--- src/verilog/cpuCtrlPkg.sv ---
package cpuCtrlPkg;

    localparam int INSTRUCTION_WIDTH = 32;
    localparam int OPCODE_MSB        = 31;
    localparam int OPCODE_LSB        = 24;

    // values are the opcode field encodings.
    typedef enum logic [7:0] {
        NOP     = 8'h00,
        ADD_R   = 8'h10,
        ADD_I   = 8'h11,
        SUB_R   = 8'h12,
        AND_R   = 8'h14,
        OR_I    = 8'h17,
        XOR_R   = 8'h18,
        SHL_I   = 8'h1b,
        NOT_R   = 8'h1c,
        LDD_RO  = 8'h40,
        LDBS_RO = 8'h41,
        LDWS_RO = 8'h42,
        LDBU_RO = 8'h43,
        LDWU_RO = 8'h44,
        STD_RO  = 8'h48,
        BRL_RR  = 8'h60,
        LSR_R   = 8'h70,
        MUI_I   = 8'h78,
        ILLEGAL = 8'hff
    } opcodes;

    typedef enum logic [3:0] {
        FETCH,
        DECODE,
        LOAD,
        EXECUTE0,
        EXECUTE1,
        MEMORY0,
        MEMORY1,
        MEMORY2,
        MEMORY3,
        WRITEBACK,
        INTERRUPT
    } states;

    typedef enum logic [3:0] {
        NO_OP,
        SYSREG_DRL,
        BREG_DRL,
        NEXTPC_LR,
        RESULT_DRL,
        DWORD_DRL,
        SBYTE_DRL,
        SWORD_DRL,
        UBYTE_DRL,
        UWORD_DRL,
        NEXTPC_EPC
    } regfileAControl;

    typedef enum logic [3:0] {
        ALU_NONE,
        ALU_ADD,
        ALU_SUB,
        ALU_AND,
        ALU_OR,
        ALU_XOR,
        ALU_SHL,
        ALU_NOT,
        ALU_ADDRESS
    } aluControl;

    typedef enum logic [1:0] {
        MEM_NONE,
        MEM_ADDRESS,
        MEM_READ,
        MEM_WRITE
    } memoryControl;

    // instruction families used by the sequencer and output blocks.
    function automatic logic isAluOp(opcodes op);
        case (op)
            ADD_R, ADD_I, SUB_R, AND_R, OR_I, XOR_R, SHL_I, NOT_R: return 1'b1;
            default: return 1'b0;
        endcase
    endfunction

    function automatic logic isLoad(opcodes op);
        case (op)
            LDD_RO, LDBS_RO, LDWS_RO, LDBU_RO, LDWU_RO: return 1'b1;
            default: return 1'b0;
        endcase
    endfunction

    function automatic logic isMemoryOp(opcodes op);
        return isLoad(op) || (op == STD_RO);
    endfunction

endpackage

--- src/verilog/aluOutputLogic.sv ---
`timescale 1ns/1ps

module aluOutputLogic
    import cpuCtrlPkg::*;
(
    input  logic                    clk,
    input  logic                    reset,
    input  logic                    enable,
    input  opcodes                  instruction,
    input  states                   state,
    output cpuCtrlPkg::aluControl   aluControl
);

    cpuCtrlPkg::aluControl aluControlNext;

    always_ff @(posedge clk or posedge reset) begin
        if (reset) begin
            aluControl <= ALU_NONE;
        end else if (enable) begin
            aluControl <= aluControlNext;
        end
    end

    always_comb begin
        aluControlNext = ALU_NONE;

        if (state == EXECUTE0) begin
            case (instruction)
                ADD_R, ADD_I: aluControlNext = ALU_ADD;
                SUB_R:        aluControlNext = ALU_SUB;
                AND_R:        aluControlNext = ALU_AND;
                OR_I:         aluControlNext = ALU_OR;
                XOR_R:        aluControlNext = ALU_XOR;
                SHL_I:        aluControlNext = ALU_SHL;
                NOT_R:        aluControlNext = ALU_NOT;
                default:      aluControlNext = ALU_NONE;
            endcase
        end else if (state == MEMORY0 && isMemoryOp(instruction)) begin
            aluControlNext = ALU_ADDRESS; // effective address.
        end
    end

endmodule

--- src/verilog/controlSequencer.sv ---
`timescale 1ns/1ps

module controlSequencer
    import cpuCtrlPkg::*;
(
    input  logic   clk,
    input  logic   reset,
    input  logic   enable,
    input  logic   fetchValid,
    input  opcodes opcode,
    input  logic   exceptionPending,
    input  logic   interruptPending,
    output states  state,
    output logic   fetchRequest,
    output logic   loadInstruction
);

    states stateNext;

    assign fetchRequest    = (state == FETCH);
    assign loadInstruction = fetchRequest && fetchValid && enable;

    always_ff @(posedge clk or posedge reset) begin
        if (reset) begin
            state <= FETCH;
        end else if (enable) begin
            state <= stateNext; // hold on stall.
        end
    end

    always_comb begin
        stateNext = state;

        case (state)
            FETCH: begin
                if (fetchValid) begin
                    stateNext = DECODE;
                end
            end

            // path chosen by instruction family.
            DECODE: begin
                if (isAluOp(opcode) || opcode == BRL_RR) begin
                    stateNext = EXECUTE0;
                end else if (opcode == MUI_I) begin
                    stateNext = LOAD;
                end else if (isMemoryOp(opcode)) begin
                    stateNext = MEMORY0;
                end else begin
                    stateNext = WRITEBACK;
                end
            end

            LOAD: stateNext = WRITEBACK;

            EXECUTE0: begin
                if (isAluOp(opcode)) begin
                    stateNext = EXECUTE1;
                end else begin
                    stateNext = WRITEBACK; // branch and link.
                end
            end

            EXECUTE1: stateNext = WRITEBACK;

            MEMORY0: stateNext = MEMORY1;
            MEMORY1: stateNext = MEMORY2;
            MEMORY2: stateNext = MEMORY3;
            MEMORY3: stateNext = WRITEBACK;

            WRITEBACK: begin
                if (exceptionPending || interruptPending) begin
                    stateNext = INTERRUPT;
                end else begin
                    stateNext = FETCH;
                end
            end

            INTERRUPT: stateNext = FETCH;

            default: stateNext = FETCH;
        endcase
    end

endmodule

--- src/verilog/controlUnit.sv ---
`timescale 1ns/1ps

module controlUnit
    import cpuCtrlPkg::*;
(
    input  logic                         clk,
    input  logic                         reset,
    input  logic                         enable,
    input  logic [INSTRUCTION_WIDTH-1:0] instructionWord,
    input  logic                         fetchValid,
    input  logic                         interruptPending,
    output logic                         fetchRequest,
    output states                        state,
    output cpuCtrlPkg::regfileAControl   regfileAControl,
    output cpuCtrlPkg::aluControl        aluControl,
    output cpuCtrlPkg::memoryControl     memoryControl
);

    opcodes opcode;
    logic   exceptionPending;
    logic   loadInstruction;

    instructionDecoder instructionDecoder_i (
        .clk              (clk),
        .reset            (reset),
        .instructionWord  (instructionWord),
        .loadInstruction  (loadInstruction),
        .opcode           (opcode),
        .exceptionPending (exceptionPending)
    );

    controlSequencer controlSequencer_i (
        .clk              (clk),
        .reset            (reset),
        .enable           (enable),
        .fetchValid       (fetchValid),
        .opcode           (opcode),
        .exceptionPending (exceptionPending),
        .interruptPending (interruptPending),
        .state            (state),
        .fetchRequest     (fetchRequest),
        .loadInstruction  (loadInstruction)
    );

    regfileAOutputLogic regfileAOutputLogic_i (
        .clk              (clk),
        .reset            (reset),
        .enable           (enable),
        .instruction      (opcode),
        .state            (state),
        .exceptionPending (exceptionPending),
        .interruptPending (interruptPending),
        .regfileAControl  (regfileAControl)
    );

    aluOutputLogic aluOutputLogic_i (
        .clk         (clk),
        .reset       (reset),
        .enable      (enable),
        .instruction (opcode),
        .state       (state),
        .aluControl  (aluControl)
    );

    memoryOutputLogic memoryOutputLogic_i (
        .clk           (clk),
        .reset         (reset),
        .enable        (enable),
        .instruction   (opcode),
        .state         (state),
        .memoryControl (memoryControl)
    );

endmodule

--- src/verilog/instructionDecoder.sv ---
`timescale 1ns/1ps

module instructionDecoder
    import cpuCtrlPkg::*;
(
    input  logic                         clk,
    input  logic                         reset,
    input  logic [INSTRUCTION_WIDTH-1:0] instructionWord,
    input  logic                         loadInstruction,
    output opcodes                       opcode,
    output logic                         exceptionPending
);

    logic [OPCODE_MSB-OPCODE_LSB:0] opcodeField;
    opcodes                         opcodeDecoded;

    // only the listed encodings are legal.
    always_comb begin
        opcodeField = instructionWord[OPCODE_MSB:OPCODE_LSB];
        case (opcodeField)
            NOP,
            ADD_R,
            ADD_I,
            SUB_R,
            AND_R,
            OR_I,
            XOR_R,
            SHL_I,
            NOT_R,
            LDD_RO,
            LDBS_RO,
            LDWS_RO,
            LDBU_RO,
            LDWU_RO,
            STD_RO,
            BRL_RR,
            LSR_R,
            MUI_I:   opcodeDecoded = opcodes'(opcodeField);
            default: opcodeDecoded = ILLEGAL;
        endcase
    end

    always_ff @(posedge clk or posedge reset) begin
        if (reset) begin
            opcode           <= NOP;
            exceptionPending <= 1'b0;
        end else if (loadInstruction) begin
            opcode           <= opcodeDecoded;
            exceptionPending <= (opcodeDecoded == ILLEGAL); // cleared by next load.
        end
    end

endmodule

--- src/verilog/memoryOutputLogic.sv ---
`timescale 1ns/1ps

module memoryOutputLogic
    import cpuCtrlPkg::*;
(
    input  logic                       clk,
    input  logic                       reset,
    input  logic                       enable,
    input  opcodes                     instruction,
    input  states                      state,
    output cpuCtrlPkg::memoryControl   memoryControl
);

    cpuCtrlPkg::memoryControl memoryControlNext;

    always_ff @(posedge clk or posedge reset) begin
        if (reset) begin
            memoryControl <= MEM_NONE;
        end else if (enable) begin
            memoryControl <= memoryControlNext;
        end
    end

    always_comb begin
        memoryControlNext = MEM_NONE;

        if (state == MEMORY1 && isMemoryOp(instruction)) begin
            memoryControlNext = MEM_ADDRESS;
        end else if (state == MEMORY2) begin
            if (isLoad(instruction)) begin
                memoryControlNext = MEM_READ;
            end else if (instruction == STD_RO) begin
                memoryControlNext = MEM_WRITE; // store only.
            end
        end
    end

endmodule

--- src/verilog/regfileAOutputLogic.sv ---
`timescale 1ns/1ps

module regfileAOutputLogic
    import cpuCtrlPkg::*;
(
    input  logic                        clk,
    input  logic                        reset,
    input  logic                        enable,
    input  opcodes                      instruction,
    input  states                       state,
    input  logic                        exceptionPending,
    input  logic                        interruptPending,
    output cpuCtrlPkg::regfileAControl  regfileAControl
);

    cpuCtrlPkg::regfileAControl regfileAControlNext;
    logic                       divertTaken;

    // cause seen in writeback, qualifies the epc save.
    always_ff @(posedge clk or posedge reset) begin
        if (reset) begin
            divertTaken <= 1'b0;
        end else if (enable && state == WRITEBACK) begin
            divertTaken <= exceptionPending || interruptPending;
        end
    end

    always_ff @(posedge clk or posedge reset) begin
        if (reset) begin
            regfileAControl <= NO_OP;
        end else if (enable) begin
            regfileAControl <= regfileAControlNext;
        end
    end

    always_comb begin
        regfileAControlNext = NO_OP;

        case (state)
            DECODE: begin
                if (instruction == LSR_R) begin
                    regfileAControlNext = SYSREG_DRL;
                end
            end

            LOAD: begin
                if (instruction == MUI_I) begin
                    regfileAControlNext = BREG_DRL;
                end
            end

            EXECUTE0: begin
                if (instruction == BRL_RR) begin
                    regfileAControlNext = NEXTPC_LR;
                end
            end

            EXECUTE1: begin
                if (isAluOp(instruction)) begin
                    regfileAControlNext = RESULT_DRL;
                end
            end

            // load width and sign.
            MEMORY3: begin
                case (instruction)
                    LDD_RO:  regfileAControlNext = DWORD_DRL;
                    LDBS_RO: regfileAControlNext = SBYTE_DRL;
                    LDWS_RO: regfileAControlNext = SWORD_DRL;
                    LDBU_RO: regfileAControlNext = UBYTE_DRL;
                    LDWU_RO: regfileAControlNext = UWORD_DRL;
                    default: regfileAControlNext = NO_OP;
                endcase
            end

            INTERRUPT: begin
                if (divertTaken) begin
                    regfileAControlNext = NEXTPC_EPC;
                end
            end

            default: regfileAControlNext = NO_OP;
        endcase
    end

endmodule
--- config.mk ---
export PLATFORM = sky130hd
export DESIGN_NAME = controlUnit
export DESIGN_NICKNAME = d
export VERILOG_FILES = /design/src/verilog/cpuCtrlPkg.sv /design/src/verilog/aluOutputLogic.sv /design/src/verilog/controlSequencer.sv /design/src/verilog/controlUnit.sv /design/src/verilog/instructionDecoder.sv /design/src/verilog/memoryOutputLogic.sv /design/src/verilog/regfileAOutputLogic.sv
export SDC_FILE = /design/constraint.sdc
export NUM_CORES = 1
export LEC_CHECK = 0
export ABC_AREA = 0
export BUFFER_PORTS_ARGS = -buffer_cell sky130_fd_sc_hd__buf_2
export CORE_AREA = 3 3 88 48
export CTS_BUF_LIST = sky130_fd_sc_hd__clkbuf_4
export DETAILED_ROUTE_END_ITERATION = 10
export DIE_AREA = 0 0 91 51
export PLACE_DENSITY = 0.87
export SYNTH_ARGS = -nofsm -noshare
export SYNTH_HDL_FRONTEND = slang
export SYNTH_HIERARCHICAL = 1
export SYNTH_SLANG_ARGS = --single-unit
--- constraint.sdc ---
create_clock -name clk -period 6.6 [get_ports clk]
set_clock_uncertainty 0.15 [all_clocks]
set_input_delay 0 -clock clk [delete_from_list [all_inputs] [get_ports clk]]
set_output_delay 0 -clock clk [all_outputs]
set_load 0.02 [all_outputs]
# Word-level counts from Yosys, hierarchy flattened
# Memories as Yosys holds them, arrays and structs flattened.
# Cells that the tools add are included.
# Widths: inputs -> output; s select.
# classes
n_eq_ne,38
n_mux,35
reduce_logical,17
# ops
cell,count
$eq 8x7->1 const B,18
$eq 8x5->1 const B,8
$mux 4,10
$pmux 4 s8,1
$pmux 4 s6,1
$pmux 4 s5,1
$reduce_or 18->1,1
$eq 4x3->1 const B,4
$mux 1,14
$eq 4x4->1 const B,3
$mux 2,6
$eq 4x2->1 const B,2
$eq 8x8->1 const B,1
$logic_not 8->1,1
$mux 8,1
$logic_and 1x1->1,5
$logic_or 1x1->1,5
$reduce_or 5->1,1
$eq 4x1->1 const B,1
$logic_not 4->1,1
$logic_not 3->1,1
$mux 3,1
$reduce_or 3->1,1
$ne 2x2->1 const B,1
$reduce_and 2->1,1
# totals
register_bits,24
rom_bits,192
input_bits,37
out_inout_bits,15
elab_cells,101
memories,4
# memory_table
memory,words,width,read_ports,rd_ports_with_merged_regs,write_ports,line_no,source
(name not given),32,3,1,0,0,aluOutputLogic.sv:28,case (instruction)
(name not given),32,1,1,0,0,cpuCtrlPkg.sv:79,case (op)
(name not given),32,1,1,0,0,cpuCtrlPkg.sv:79,
(name not given),32,1,1,0,0,cpuCtrlPkg.sv:79,

# Longest topological paths before layout
# logic_depth
ltp_word,11
ltp_mapped,10

# By module
# Netlist, hierarchy kept.
# modules_own_cells
mod,instances,cells_each,area_each_um2
controlSequencer,1,71,601.8
regfileAOutputLogic,1,60,529.3
instructionDecoder,1,51,521.8
aluOutputLogic,1,34,331.6
memoryOutputLogic,1,15,131.4

# Worst setup path after synthesis
# Ideal clock, no wire load.
# synth_path
path_type,register -> register
start,reg controlSequencer_i.state[1]
end,reg instructionDecoder_i.exceptionPending
setup_ps,75
arrival_time_ps,2589
required_ps,6375
setup_slack_ps,3786
path_stages_with_launch,11
n_path_buf,3
period_less_slack_ps,2814
cell_sequence,dfrtp_1 > buf_6 > or2_1 > buf_6 > nor3_1 > and3_1 > clkbuf_2 > inv_1 > a31oi_1 > o211ai_4 > o21ai_2
# synth_via
elab_chain_cells,3
# synth_rtl
item,line_no,source
from (decl),controlSequencer.sv:13,"output states state,"
from (signal assigned),controlSequencer.sv:27,state <= stateNext;
$logic_not 4->1,controlSequencer.sv:20,assign fetchRequest = (state == FETCH);
named net fetchRequest,controlUnit.sv:12,"output logic fetchRequest,"
$logic_and 1x1->1 (2 in a row),controlSequencer.sv:21,assign loadInstruction = fetchRequest && fetchValid && enable;
named net loadInstruction,controlUnit.sv:21,logic loadInstruction;
to (signal assigned),instructionDecoder.sv:49,exceptionPending <= (opcodeDecoded == ILLEGAL);
to (decl),instructionDecoder.sv:11,output logic exceptionPending
# The timed path passes the listed nets, and every way through them passes these cells.
# A chain may end at the register's enable or synchronous reset.

# Worst setup path after layout
# layout_path
start,reg controlSequencer_i.state[1]
end,reg instructionDecoder_i.opcode[4]
# layout_via
elab_chain_cells,3
# layout_rtl
item,line_no,source
$logic_not 4->1,controlSequencer.sv:20,
$logic_and 1x1->1 (2 in a row),controlSequencer.sv:21,
named net loadInstruction,controlUnit.sv:21,
to (signal assigned),instructionDecoder.sv:48,opcode <= opcodeDecoded;
to (decl),instructionDecoder.sv:10,"output opcodes opcode,"
# The timed path passes the listed nets, and every way through them passes these cells.

==> parameters.txt <==
Parameter                              Value

Status
  Result of the run ... finished clean

Cells and area
  Final net count ... ~320
  Fill cell instance count of the final layout ... 283
  Footprint of the multi-input gates ... 1360 um2
  Post-route insts no fill ... around 320
  Share of post-route cells with drive strength above 1 ... a little over a fifth
  Antenna fix cells ... 0
  Layout area overhead ... 15.1%
  Register cell area after layout ... ~600 um2

Logic synthesis
  Synth area leaders ... dfrtp_1, ha_1, mux2i_1
  Post-synth ARST share ... 100%
  Number of unique standard cell types used by synthesis ... slightly above 70
  Yosys Warn Count ... 6
  Number of nets produced by synthesis ... around 280
  Library cell occupying the most area in the post-synthesis netlist ... dfrtp_1
  Register area share after synthesis ... 28.4%
  Number of instances in the synthesized netlist ... 231
  Total standard cell area after synthesis ... 2120 um2
  Number of enable flip-flop cells after synthesis ... 0
  Main flop type after synthesis ... dfrtp_1
  Leading cell type by number of instances after synthesis ... inv_1
  Post-Synthesis Mean Instance Area ... 9.16 um2
  Portion of synthesized cell area occupied by the leading cell type ... 28.4%
  Most instantiated cells after synthesis ... inv_1, dfrtp_1, nand2_1, ha_1, mux2i_1
  Flip-flop and latch count after synthesis ... 24

Clock network
  TritonCTS clock tree ... built
  Clock latency at the later pin of the worst-skew pair ... 330 ps
  Cts hold-fix bufs ... 15
  Clock transition at the registers of the reported paths ... 140 ps
  Clock buffers created by TritonCTS ... 3
  Sinks on the clock net ... 24
  Htree depth ... 1
  Maximum count of clock buffers along a single path ... 2
  Count of cells resized by post-cts repair ... 0
  CTS root buf ... clkbuf_4
  Post CTS Setup Buffer Count ... 0

Critical path
  Highest fanout seen on the critical path ... 20
  Worst setup path startpoint ... controlSequencer_i/state[1]
  Critical R2R Capture ... instructionDecoder_i/opcode[4]
  Cell type group with the largest total delay on the critical path ... simple AND/OR/NAND/NOR gates
  Worst-path cell with the longest stage delay ... dfrtp_1
  Critical path data required time ... 6720 ps
  Reg2Reg Setup Slack ... 3450 ps
  Critical register-to-register path startpoint ... controlSequencer_i/state[1]
  Crit path DAT ... 3260 ps
  Maximum single-stage delay on the critical path ... around 640 ps
  Category of the critical setup timing path ... reg -> reg
  Buf/Inv on CP ... 2
  Worst setup SP type ... register
  Worst Setup End Kind ... register
  Cells along the critical path ... or2_1 -> nor3_1 -> and3_1 -> inv_1 -> a31oi_1 -> o21ai_1 -> nand2_1 -> dlygate4sd3_1
  Number of cells traversed by the worst register-to-register path ... 8

GRT
  Largest net degree at the start of global routing ... 25
  Global-route wire length before repair ... 8270 um
  Vias in the first global route ... 1,861
  GRT Overall Usage ... 21.9%
  Total grt overflow ... 0
  Number of antenna violations at the first check in global routing ... 0

Timing
  Final TNS setup ... 0 ps
  Fin crit share ... 47.7%
  Final worst path period need ... 3150 ps
  Max-slew violations ... 0
  Worst-margin pin slew ... approximately 700 ps
  Maximum frequency from static timing analysis ... around 320 MHz
  Setup-violating endpoint count in the final report ... 0
  Unrepaired setup endpoints after global routing ... false
  Tightest slew margin relative to the limit ... 54.0%
  Total count of hold-check failures in the final report ... 0

Routing
  Vias/cell ... between 5 and 6
  Wire length per cell ... 14.8 um
  Via count of the routed design ... 1,895
  Residual DRC count ... 0
  Remaining antenna violation count after routing ... 0
  Violation count after the first detailed-routing iteration ... about 170
  Total routed wirelength ... 4740 um
  Number of detailed-route iterations in the first pass ... 4

Die
  Die X ... 91 um
  Initial core utilization ... roughly three fifths
  Number of standard-cell rows in the floorplan ... 15
  Number of top-level pins ... 52
  Core Region ... about 3500 um2
  Die Y ... just over 50 um
  Die Footprint ... ~4600 um2

Power
  Leakage dissipation ... ~1.1 nW
  Power share of the combinational group ... around half
  Proportion of power drawn by flip-flops and latches ... between 40% and 50%
  Sw power ... a little over 0.0004 W
  Sw frac ... between 50 and 60%
  Internal Pwr Total ... 0.000406 W
  Highest ir drop seen on vdd ... between 150 and 200 uV
  Part of the power in the clock network ... under 10%
  Pwr/cell area ... 337 nW/um2

Placed design
  Placer's final routability congestion estimate ... approximately 0.84
  DP Wirelength ... 3330 um
  Post-Place Cells ... approximately 300
  Port Buffer Count ... 27

Min path
  Min-Delay Startpoint ... instructionWord[24]
  Min-Delay Endpoint ... instructionDecoder_i/opcode[0]
  Worst hold path stage count ... 4
  Path type of the worst min-delay path ... in -> reg

Flow run
  Max-cap check violation count ... 0
==> kinds of logic after synthesis <==
logic type                 share of synthesized area [%]
and+or+nand+nor                                     23.5
buffers and inverters                               7.39
DFF                                                 28.4
muxes                                               6.21
xor gates and xnor gates                            2.90
adders and majority gates                           8.28
AOI/OAI and AO/OA                                   23.4
==> tightest hold or removal path, cell delays in order <==
cell           delay [ps]
dlygate4sd3_1         530
buf_2                 130
mux2i_1                70
nand2_1                60
==> cell usage in the layout, fill, tap and decap left out, types with 5 or more instances in the layout <==
cell / n
inv_1: 27
buf_2: 27
dfrtp_1: 24
nand2_1: 20
dlygate4sd3_1: 15
ha_1: 14
mux2i_1: 12
nor2_1: 10
nor3_1: 6
a21oi_1: 6
nand2b_1: 5
a31oi_1: 5
o22ai_1: 5
==> how the worst max path moves through the flow <==
stage,cells after the start,slack [ps],endpoint
floorplan,10,3790,instructionDecoder_i/exceptionPending
global placement,7,4060,instructionDecoder_i/exceptionPending
detailed placement,7,4030,instructionDecoder_i/opcode[2]
CTS,8,3540,instructionDecoder_i/opcode[4]
global route,8,3160,instructionDecoder_i/opcode[4]
finish,8,3450,instructionDecoder_i/opcode[4]
==> sequential cells by signal, indices dropped and copies added, names as in the netlist <==
register                               cells
instructionDecoder_i/opcode                8
regfileAOutputLogic_i/divertTaken          1
instructionDecoder_i/exceptionPending      1
memoryOutputLogic_i/memoryControl          2
controlSequencer_i/state                   4
regfileAOutputLogic_i/regfileAControl      4
aluOutputLogic_i/aluControl                4
==> area by class of cell <==
class                           count  share of cell area [%]
Inverter                           27                    4.16
Clock inverter                      1                   0.154
Multi-Input combinational cell    173                    55.8
Clock buffer                        3                   0.924
Timing Repair Buffer               42                    11.7
Sequential cell                    24                    24.7
Tap cell                           51                    2.62
==> per-stage QoR <==
stage               hold WS (ps)  total power [W]  setup WS (ps)  util [%]  cell area [um2]
CTS                          329         0.000815           3540      70.5             2440
floorplan                   -409         0.000642           3790         -             2120
finish                       348         0.000821           3450      70.5             2440
global route                 370         0.000896           3160      70.5             2440
detailed placement          -230         0.000733           4030      65.4             2260
global placement            -231         0.000708           4060      65.4             2260
==> layer usage <==
layer / part of all wire (%) / GRT usage, %
met2: 48 / 39.5
met5: 0 / 0
met4: 1.8 / 8.75
met3: 6.6 / 4.56
met1: 44 / 25.9
==> power groups by stage <==
stage	clock network, W	registers (W)	logic [W]
detailed placement	0	0.000327	0.000406
floorplan	0	0.000288	0.000353
CTS	0.0000709	0.000325	0.000419
global route	0.0000758	0.000346	0.000475
finish	0.0000686	0.000329	0.000423
global placement	0	0.000323	0.000384
No activity file was read; power rests on OpenSTA's default activity.
